**src/pkt_pkg.sv**
```systemverilog
package pkt_pkg;

    // ~~~~~~~~~~~~~~~~~~~~
    // basic scalar types.
    // ~~~~~~~~~~~~~~~~~~~~
    typedef logic [15:0] hw_t;       // one packet halfword.
    typedef logic [3:0]  port_id_t;  // destination port, header bits 3..0.
    typedef logic [8:0]  pkt_len_t;  // length in halfwords, header included.

    // one input cycle from a source port.
    typedef struct packed {
        logic sop;   // first halfword of a packet.
        logic eop;   // last halfword of a packet.
        logic vld;   // data is valid this cycle.
        hw_t  data;
    } in_beat_t;

    // one frontend output cycle toward the merger.
    typedef struct packed {
        logic vld;
        hw_t  data;
        logic eop;   // marks the last halfword of the packet.
    } xfer_beat_t;

    // match request, raised once the header is captured.
    typedef struct packed {
        logic     enable;
        port_id_t dest;
        pkt_len_t length;
    } match_req_t;

    // merged output cycle, tagged with source and destination.
    typedef struct packed {
        logic     vld;
        hw_t      data;
        logic     eop;
        logic     src;   // frontend the beat came from.
        port_id_t dest;
    } out_beat_t;

    // ~~~~~~~~~~~~~~~~~~~~
    // controller states.
    // ~~~~~~~~~~~~~~~~~~~~
    typedef enum logic {arb_idle, arb_busy} arb_state_e;
    typedef enum logic {merge_idle, merge_stream} merge_state_e;

endpackage

```
**src/port_wr_frontend.sv**
```systemverilog
`timescale 1ns/10ps

module port_wr_frontend #(
    parameter int buf_aw = 6   // buffer address width.
) (
    input  logic                clk,
    input  logic                rst_n,
    input  pkt_pkg::in_beat_t   in_beat,
    output logic                pause,
    output pkt_pkg::match_req_t req,
    input  logic                grant,
    output pkt_pkg::xfer_beat_t xfer
);
    import pkt_pkg::*;

    localparam int depth = 1 << buf_aw;
    // pause once two or fewer free slots remain.
    localparam logic [buf_aw-1:0] full_mark = buf_aw'(depth - 3);

    typedef enum logic [1:0] {wr_idle, wr_armed, wr_writing, wr_done} wr_state_e;
    typedef enum logic [1:0] {xf_idle, xf_send, xf_stall} xf_state_e;

    wr_state_e wr_state;
    xf_state_e xf_state;

    hw_t               buffer [depth];  // circular halfword buffer.
    logic [buf_aw-1:0] wr_ptr;
    logic [buf_aw-1:0] xfer_ptr;
    logic [buf_aw-1:0] wr_ptr_nxt;
    logic [buf_aw-1:0] xfer_ptr_nxt;
    logic [buf_aw-1:0] used_nxt;        // fill level after this cycle.

    pkt_len_t wr_cnt;      // halfwords written of the current packet.
    pkt_len_t hdr_len;
    port_id_t hdr_dest;
    logic     req_enable;
    logic     grant_pend;  // grant seen while a packet still drains.
    pkt_len_t grant_len;
    pkt_len_t xfer_rem;    // halfwords left to send.

    logic hdr_wr;
    logic body_wr;
    logic wr_en;
    logic last_wr;
    logic start;
    logic rd_en;
    logic xfer_vld;
    logic xfer_eop;
    hw_t  xfer_data;

    // ~~~~~~~~~~~~~~~~~~~~
    // write side.
    // ~~~~~~~~~~~~~~~~~~~~
    // header comes with sop, or on the first vld after a bare sop.
    assign hdr_wr  = in_beat.vld && (wr_state == wr_armed ||
                     (in_beat.sop && (wr_state == wr_idle || wr_state == wr_done)));
    assign body_wr = in_beat.vld && wr_state == wr_writing;
    assign wr_en   = hdr_wr || body_wr;
    assign last_wr = body_wr && (in_beat.eop || wr_cnt == hdr_len - pkt_len_t'(1));

    always_ff @(posedge clk or negedge rst_n) begin
        if (!rst_n) begin
            wr_state <= wr_idle;
        end else begin
            case (wr_state)
                wr_idle, wr_done: begin  // done also takes a back-to-back sop.
                    if (hdr_wr) begin
                        wr_state <= wr_writing;
                    end else if (in_beat.sop) begin
                        wr_state <= wr_armed;
                    end else begin
                        wr_state <= wr_idle;
                    end
                end
                wr_armed: if (hdr_wr) wr_state <= wr_writing;
                wr_writing: if (last_wr) wr_state <= wr_done;  // length reached.
                default: wr_state <= wr_idle;
            endcase
        end
    end

    always_ff @(posedge clk) begin
        if (wr_en) buffer[wr_ptr] <= in_beat.data;
        if (hdr_wr) begin
            hdr_dest <= in_beat.data[3:0];
            hdr_len  <= in_beat.data[15:7];
        end
        if (grant) grant_len <= hdr_len;  // kept for a deferred start.
    end

    assign wr_ptr_nxt   = wr_ptr + buf_aw'(wr_en);
    assign xfer_ptr_nxt = xfer_ptr + buf_aw'(rd_en);
    assign used_nxt     = wr_ptr_nxt - xfer_ptr_nxt;

    always_ff @(posedge clk or negedge rst_n) begin
        if (!rst_n) begin
            wr_ptr   <= '0;
            xfer_ptr <= '0;
            wr_cnt   <= '0;
        end else begin
            wr_ptr   <= wr_ptr_nxt;
            xfer_ptr <= xfer_ptr_nxt;
            if (hdr_wr) begin
                wr_cnt <= pkt_len_t'(1);
            end else if (body_wr) begin
                wr_cnt <= wr_cnt + pkt_len_t'(1);
            end
        end
    end

    // ~~~~~~~~~~~~~~~~~~~~
    // match request.
    // ~~~~~~~~~~~~~~~~~~~~
    always_ff @(posedge clk or negedge rst_n) begin
        if (!rst_n) begin
            req_enable <= 1'b0;
            grant_pend <= 1'b0;
        end else begin
            if (hdr_wr) begin
                req_enable <= 1'b1;  // one cycle after the header write.
            end else if (grant) begin
                req_enable <= 1'b0;
            end
            if (start) begin
                grant_pend <= 1'b0;
            end else if (grant) begin
                grant_pend <= 1'b1;
            end
        end
    end

    assign req = '{enable: req_enable, dest: hdr_dest, length: hdr_len};

    // ~~~~~~~~~~~~~~~~~~~~
    // transfer side.
    // ~~~~~~~~~~~~~~~~~~~~
    assign start = xf_state == xf_idle && (grant || grant_pend);
    assign rd_en = xf_state == xf_send;  // send always has data buffered.

    always_ff @(posedge clk or negedge rst_n) begin
        if (!rst_n) begin
            xf_state <= xf_idle;
            xfer_rem <= '0;
        end else begin
            case (xf_state)
                xf_idle: if (start) begin
                    xf_state <= xf_send;
                    xfer_rem <= grant ? hdr_len : grant_len;
                end
                xf_send: begin
                    xfer_rem <= xfer_rem - pkt_len_t'(1);
                    if (xfer_rem == pkt_len_t'(1)) begin
                        xf_state <= xf_idle;               // last halfword read.
                    end else if (xfer_ptr_nxt == wr_ptr && !wr_en) begin
                        xf_state <= xf_stall;              // caught up with writer.
                    end
                end
                xf_stall: if (xfer_ptr != wr_ptr) xf_state <= xf_send;
                default: xf_state <= xf_idle;
            endcase
        end
    end

    always_ff @(posedge clk or negedge rst_n) begin
        if (!rst_n) begin
            xfer_vld <= 1'b0;
            xfer_eop <= 1'b0;
            pause    <= 1'b0;
        end else begin
            xfer_vld <= rd_en;
            xfer_eop <= rd_en && xfer_rem == pkt_len_t'(1);
            // near full, or an unmatched request with no packet in flight.
            pause <= (used_nxt >= full_mark) ||
                     (req_enable && (wr_state != wr_writing || last_wr));
        end
    end

    always_ff @(posedge clk) begin
        if (rd_en) xfer_data <= buffer[xfer_ptr];
    end

    assign xfer = '{vld: xfer_vld, data: xfer_data, eop: xfer_eop};

endmodule

```
**src/match_arbiter.sv**
```systemverilog
`timescale 1ns/10ps

module match_arbiter (
    input  logic                clk,
    input  logic                rst_n,
    input  pkt_pkg::match_req_t req0,
    input  logic                pkt_done,
    input  pkt_pkg::match_req_t req1,
    output logic                grant0,
    output logic                grant1,
    output logic                sel
);
    import pkt_pkg::*;

    arb_state_e state;
    logic       last_served;  // port granted most recently.
    logic       any_req;
    logic       pick;         // port to grant this cycle.

    // only enable decides for now.
    // dest and length stay on the bus for a later SRAM preference check.
    assign any_req = req0.enable || req1.enable;

    // ~~~~~~~~~~~~~~~~~~~~
    // round robin pick.
    // ~~~~~~~~~~~~~~~~~~~~
    always_comb begin
        if (req0.enable && req1.enable) begin
            pick = ~last_served;  // both wait, serve the other one.
        end else begin
            pick = req1.enable;   // single requester wins.
        end
    end

    // ~~~~~~~~~~~~~~~~~~~~
    // grant FSM.
    // ~~~~~~~~~~~~~~~~~~~~
    always_ff @(posedge clk or negedge rst_n) begin
        if (!rst_n) begin
            state       <= arb_idle;
            grant0      <= 1'b0;
            grant1      <= 1'b0;
            last_served <= 1'b0;
        end else begin
            grant0 <= 1'b0;  // grants are single-cycle pulses.
            grant1 <= 1'b0;
            case (state)
                arb_idle: begin
                    if (any_req) begin
                        grant0      <= ~pick;
                        grant1      <= pick;
                        last_served <= pick;
                        state       <= arb_busy;
                    end
                end
                arb_busy: begin
                    // one packet in flight until the merger sees its eop.
                    if (pkt_done) state <= arb_idle;
                end
                default: state <= arb_idle;
            endcase
        end
    end

    // the last-served port also steers the merger.
    // it only changes on a grant, so it holds through the packet.
    assign sel = last_served;

endmodule

```
**src/stream_merger.sv**
```systemverilog
`timescale 1ns/10ps

module stream_merger (
    input  logic                clk,
    input  logic                rst_n,
    input  logic                sel,
    input  pkt_pkg::port_id_t   dest0,
    input  pkt_pkg::port_id_t   dest1,
    input  pkt_pkg::xfer_beat_t xfer0,
    input  pkt_pkg::xfer_beat_t xfer1,
    output pkt_pkg::out_beat_t  out,
    output logic                pkt_done,
    output logic [15:0]         pkt_count
);
    import pkt_pkg::*;

    merge_state_e state;

    xfer_beat_t beat;       // stream of the selected frontend.
    port_id_t   cur_dest;   // dest offered by the selected frontend.
    port_id_t   dest_q;     // dest held for the rest of the packet.
    logic       last_beat;

    logic     out_vld;
    logic     out_eop;
    hw_t      out_data;
    logic     out_src;
    port_id_t out_dest;

    // ~~~~~~~~~~~~~~~~~~~~
    // source select.
    // ~~~~~~~~~~~~~~~~~~~~
    assign beat      = sel ? xfer1 : xfer0;
    assign cur_dest  = sel ? dest1 : dest0;
    assign last_beat = beat.vld && beat.eop;

    always_ff @(posedge clk or negedge rst_n) begin
        if (!rst_n) begin
            state     <= merge_idle;
            out_vld   <= 1'b0;
            out_eop   <= 1'b0;
            pkt_count <= '0;
        end else begin
            out_vld <= beat.vld;   // one cycle behind the xfer beat.
            out_eop <= last_beat;
            if (last_beat) pkt_count <= pkt_count + 16'd1;
            case (state)
                merge_idle: begin
                    // a one-beat packet never leaves idle.
                    if (beat.vld && !beat.eop) state <= merge_stream;
                end
                merge_stream: if (last_beat) state <= merge_idle;
                default: state <= merge_idle;
            endcase
        end
    end

    // ~~~~~~~~~~~~~~~~~~~~
    // payload and tags.
    // ~~~~~~~~~~~~~~~~~~~~
    always_ff @(posedge clk) begin
        if (beat.vld) begin
            out_data <= beat.data;
            out_src  <= sel;
            // first beat takes the live dest, later beats the latched one.
            out_dest <= (state == merge_idle) ? cur_dest : dest_q;
        end
        if (state == merge_idle && beat.vld) begin
            dest_q <= cur_dest;  // frontend header may change after this.
        end
    end

    assign out = '{
        vld:  out_vld,
        data: out_data,
        eop:  out_eop,
        src:  out_src,
        dest: out_dest
    };

    // done coincides with the eop output cycle.
    assign pkt_done = out_eop;

endmodule

```
**src/switch_ingress.sv**
```systemverilog
`timescale 1ns/10ps

module switch_ingress #(
    parameter int buf_aw = 6   // frontend buffer address width.
) (
    input  logic               clk,
    input  logic               rst_n,
    input  pkt_pkg::in_beat_t  in0,
    input  pkt_pkg::in_beat_t  in1,
    output logic               pause0,
    output logic               pause1,
    output pkt_pkg::out_beat_t out,
    output logic [15:0]        pkt_count
);
    import pkt_pkg::*;

    match_req_t req0;
    match_req_t req1;
    xfer_beat_t xfer0;
    xfer_beat_t xfer1;
    logic       grant0;
    logic       grant1;
    logic       sel;       // port currently streaming.
    logic       pkt_done;  // frees the arbiter.

    // ~~~~~~~~~~~~~~~~~~~~
    // input frontends.
    // ~~~~~~~~~~~~~~~~~~~~
    port_wr_frontend #(.buf_aw(buf_aw)) fe0 (
        .clk     (clk),
        .rst_n   (rst_n),
        .in_beat (in0),
        .pause   (pause0),
        .req     (req0),
        .grant   (grant0),
        .xfer    (xfer0)
    );

    port_wr_frontend #(.buf_aw(buf_aw)) fe1 (
        .clk     (clk),
        .rst_n   (rst_n),
        .in_beat (in1),
        .pause   (pause1),
        .req     (req1),
        .grant   (grant1),
        .xfer    (xfer1)
    );

    // ~~~~~~~~~~~~~~~~~~~~
    // match and merge.
    // ~~~~~~~~~~~~~~~~~~~~
    match_arbiter arb0 (
        .clk      (clk),
        .rst_n    (rst_n),
        .req0     (req0),
        .pkt_done (pkt_done),
        .req1     (req1),
        .grant0   (grant0),
        .grant1   (grant1),
        .sel      (sel)
    );

    stream_merger mrg0 (
        .clk       (clk),
        .rst_n     (rst_n),
        .sel       (sel),
        .dest0     (req0.dest),  // header dest, stable until the first beat.
        .dest1     (req1.dest),
        .xfer0     (xfer0),
        .xfer1     (xfer1),
        .out       (out),
        .pkt_done  (pkt_done),
        .pkt_count (pkt_count)
    );

endmodule

```
**config.mk**
```make
export PLATFORM = sky130hd
export DESIGN_NAME = switch_ingress
export DESIGN_NICKNAME = d
export VERILOG_FILES = /design/src/pkt_pkg.sv /design/src/port_wr_frontend.sv /design/src/match_arbiter.sv /design/src/stream_merger.sv /design/src/switch_ingress.sv
export SDC_FILE = /design/constraint.sdc
export NUM_CORES = 2
export LEC_CHECK = 0
export ABC_AREA = 1
export BUFFER_PORTS_ARGS = -buffer_cell sky130_fd_sc_hd__buf_2
export CORE_MARGIN = 8
export CORE_UTILIZATION = 60
export CTS_BUF_LIST = sky130_fd_sc_hd__clkbuf_16
export CTS_CLUSTER_DIAMETER = 100
export CTS_CLUSTER_SIZE = 25
export DETAILED_ROUTE_END_ITERATION = 7
export PLACE_DENSITY = 0.77
export SYNTH_ARGS = -nofsm -noshare
export SYNTH_HDL_FRONTEND = slang
export SYNTH_SLANG_ARGS = --single-unit
```
**constraint.sdc**
```tcl
create_clock -name clk -period 4.57 [get_ports clk]
set_clock_uncertainty 0.2 [all_clocks]
set_input_delay 0.914 -clock clk [delete_from_list [all_inputs] [get_ports clk]]
set_output_delay 0.914 -clock clk [all_outputs]
set_load 0.02 [all_outputs]
```
==> metrics.txt <==
Site Rows between 100 and 150; CTS Buf Count roughly 100; met2 wire len between 100000 and 150000 microns; Residual DRC 0; crit-path most repeated cell o21ai_1; largest net degree at the start of global routing 205; Die Width 405 microns; critical path startpoint category flop; Tot Pwr 0.0573 W; Synth Register Bits 2250; average size of a mapped cell 12.6 sq um; wire length of the first global-routing pass about 350000 microns; DP HPWL 142000 microns; Yosys warning count 0; vias in the first global route 55.3k; total gr overflow 0; GPL Wtd Cong 0.951; drt via density 6.34; H-tree Lvls 3; clock-pin slew on the worst setup and hold paths roughly 0.10 ns; Switching Share about 40%; part of the power in registers 43.7%; Mapped Nets 7310; RSZ-0062 raised after global routing no; top_reg_cell synth edfxtp_1; Initial Util roughly three fifths; slowest CP cell dfrtp_4; Die ar. roughly 160000 sq um; Rel. slew slack around an eighth; Final WS setup about 0.98 ns; setup bufs post-CTS 0; drt initial violations 8576; Slew Limit Fails 0; Setup Viol. Count Final 0; Fin. Hold Viols 0; Post-Syn Instances 7238; port buffer count 80; CTS tree built; WL final 237000 microns; Lkg Pwr 33.7 nW; CORE AREA 151000 sq um; met1 wire length 86400 microns; Final nets 7220; antenna violations before repair 6; worst slew pin tran 1.32 ns; hold-fix buffers at CTS 0; DR top layer met5; Pwr per Cell Area a little under 600 nW/um^2; cells taking the most area after synthesis edfxtp_1, o21ai_0, nand2_1; Post-Syn Area between 90000 and 100000 sq um; Max-Cap Viols 0; met3 wire length 26600 microns; worst slack, placed 0.817 ns; Internal 0.0342 W; post_cts resized 0; worst hold path class in2async; status finished clean; cells along the critical path buf_4 > o21ai_0 > o22ai_1 > o21ai_1 > inv_1 > o21ai_1 > o211ai_1 > nand3_1 > nand2_1; Seq/Total Area, Yosys 73.6%; share of the synthesized area in the top cell type 70.4%; top achievable clock speed 278 MHz; ANT nets after route 0; n_diodes 0; Required @ worst endpoint roughly 4.9 ns; Fin Setup TNS 0 ns; Final Cycle Share 78.6%; crit-path max FO 70; CTS max path bufs 3; VDD IR-drop max 0.000525 V; combinational share of power about two fifths; crit path time final 3.59 ns; layout cells sized above 1 5.48%; I/O Pins 81; Syn-to-layout area delta 5.83%; detailed-route via count 58.5k; Synth async-reset ratio 4.49%; Clock Power Share 17.8%; CTS root buf clkbuf_16; CP endpoint kind flop; first-pass iteration count of the detailed router 6; EDFF count, synth 2131; worst skew pair latency 0.77 ns; CP arrival approximately 3.9 ns; Die H 405 microns; most common cell in the netlist edfxtp_1; area leader, netlist edfxtp_1; drt wl/cell approximately 26 microns; unique cell type count in the Yosys netlist 50; clk sinks between 2k and 2.5k; gr usage total 28.0%; Psw 0.0231 W; critical path class reg2reg; CP max stage delay 1.04 ns; list of most frequent post-synthesis cells edfxtp_1, nand2_1, nor2_1, o21ai_0, o22ai_1
routing by layer:
layer | vias up | GRT usage [%]
met3 | 603 | 4.71
met5 | - | 0
met2 | 3683 | 44.7
met1 | 28400 | 38.2
met4 | 4 | 13.0
li1 | 25800 | -
layout by cell type (no fill, tap or decap), types with 89 or more instances in the layout:
cell       instances
a21oi_1          259
buf_4            137
clkbuf_16        101
dfrtp_1           94
edfxtp_1        2131
inv_1            312
mux2i_1          136
nand2_1         1115
nor2_1           957
o211ai_1         120
o21ai_0          935
o21ai_1           89
o22ai_1          399
logic make-up after synthesis:
family                   share of synthesized area, %
flip-flops                                       73.6
AND/OR/NAND/NOR                                  9.45
AO/OA/AOI/OAI                                    11.0
buffers and inverters                            3.52
multiplexers                                     1.50
XOR/XNOR                                        0.519
adder cells (fa/ha/maj)                         0.457
power groups by stage:
| stage | clock network [W] | logic (W) | registers (W) |
|---|---|---|---|
| 2_1_floorplan | 0 | 0.0142 | 0.0248 |
| 6_report | 0.0102 | 0.0220 | 0.0251 |
| 4_1_cts | 0.0102 | 0.0216 | 0.0250 |
| 3_5_place_dp | 0 | 0.0215 | 0.0255 |
| 5_1_grt | 0.0109 | 0.0236 | 0.0252 |
| 3_3_place_gp | 0 | 0.0210 | 0.0254 |
sequential cells by signal (all words and copies together) (netlist names), 16 cells and up, named ones only:
signal and flops:
mrg0.pkt_count 16, mrg0.out_data 16, fe1.buffer 1024, fe0.xfer_data 16, fe0.buffer 1024, fe1.xfer_data 16
metrics by stage:
| stage | util, % | std cells | hold WS [ns] | instance area [sq um] |
|---|---|---|---|---|
| after floorplan | - | 7238 | 0.214 | 90900 |
| after global placement | 61.8 | 9075 | 0.225 | 93400 |
| after detailed placement | 61.8 | 9075 | 0.232 | 93400 |
| after CTS | 63.6 | 9225 | 0.131 | 96200 |
| after global routing | 63.6 | 9225 | 0.185 | 96200 |
| final | 63.6 | 9225 | 0.109 | 96200 |
area by class of cell:
| class | count | area, sq um |
|---|---|---|
| inverters | 287 | 1110 |
| fillers | 10900 | 55000 |
| repair buffers | 244 | 1980 |
| clock inverters | 49 | 305 |
| clock buffers | 101 | 2530 |
| flip-flops and latches | 2250 | 66900 |
| multi-input cells | 4264 | 20800 |
| well taps | 2030 | 2540 |
critical path: cells and delay by family, from the launching register on:
family,cells,cell delay (ns)
compound gates,5,0.80
flops,1,1.04
buf+inv,2,0.87
simple gates,2,0.41
final timing paths:
| path | startpoint | end | slack (ns) | depth (start not counted) |
|---|---|---|---|---|
| setup / recovery | fe1.xfer_ptr[1] | fe1.xfer_data[11] | 0.98 | 9 |
| hold / removal | rst_n | fe0.xfer_rem[7] | 0.11 | 1 |
| setup reg to reg | fe1.xfer_ptr[1] | fe1.xfer_data[11] | 0.98 | 9 |
| hold reg to reg | arb0.state | arb0.grant1 | 0.25 | 1 |
| max in group asynchronous | rst_n | fe0.wr_state[1] | 3.16 | 2 |
| min in group clk | in0[7] | fe0.buffer[24][7] | 0.22 | 1 |
Note: power is estimated with default switching activity, not from simulation.
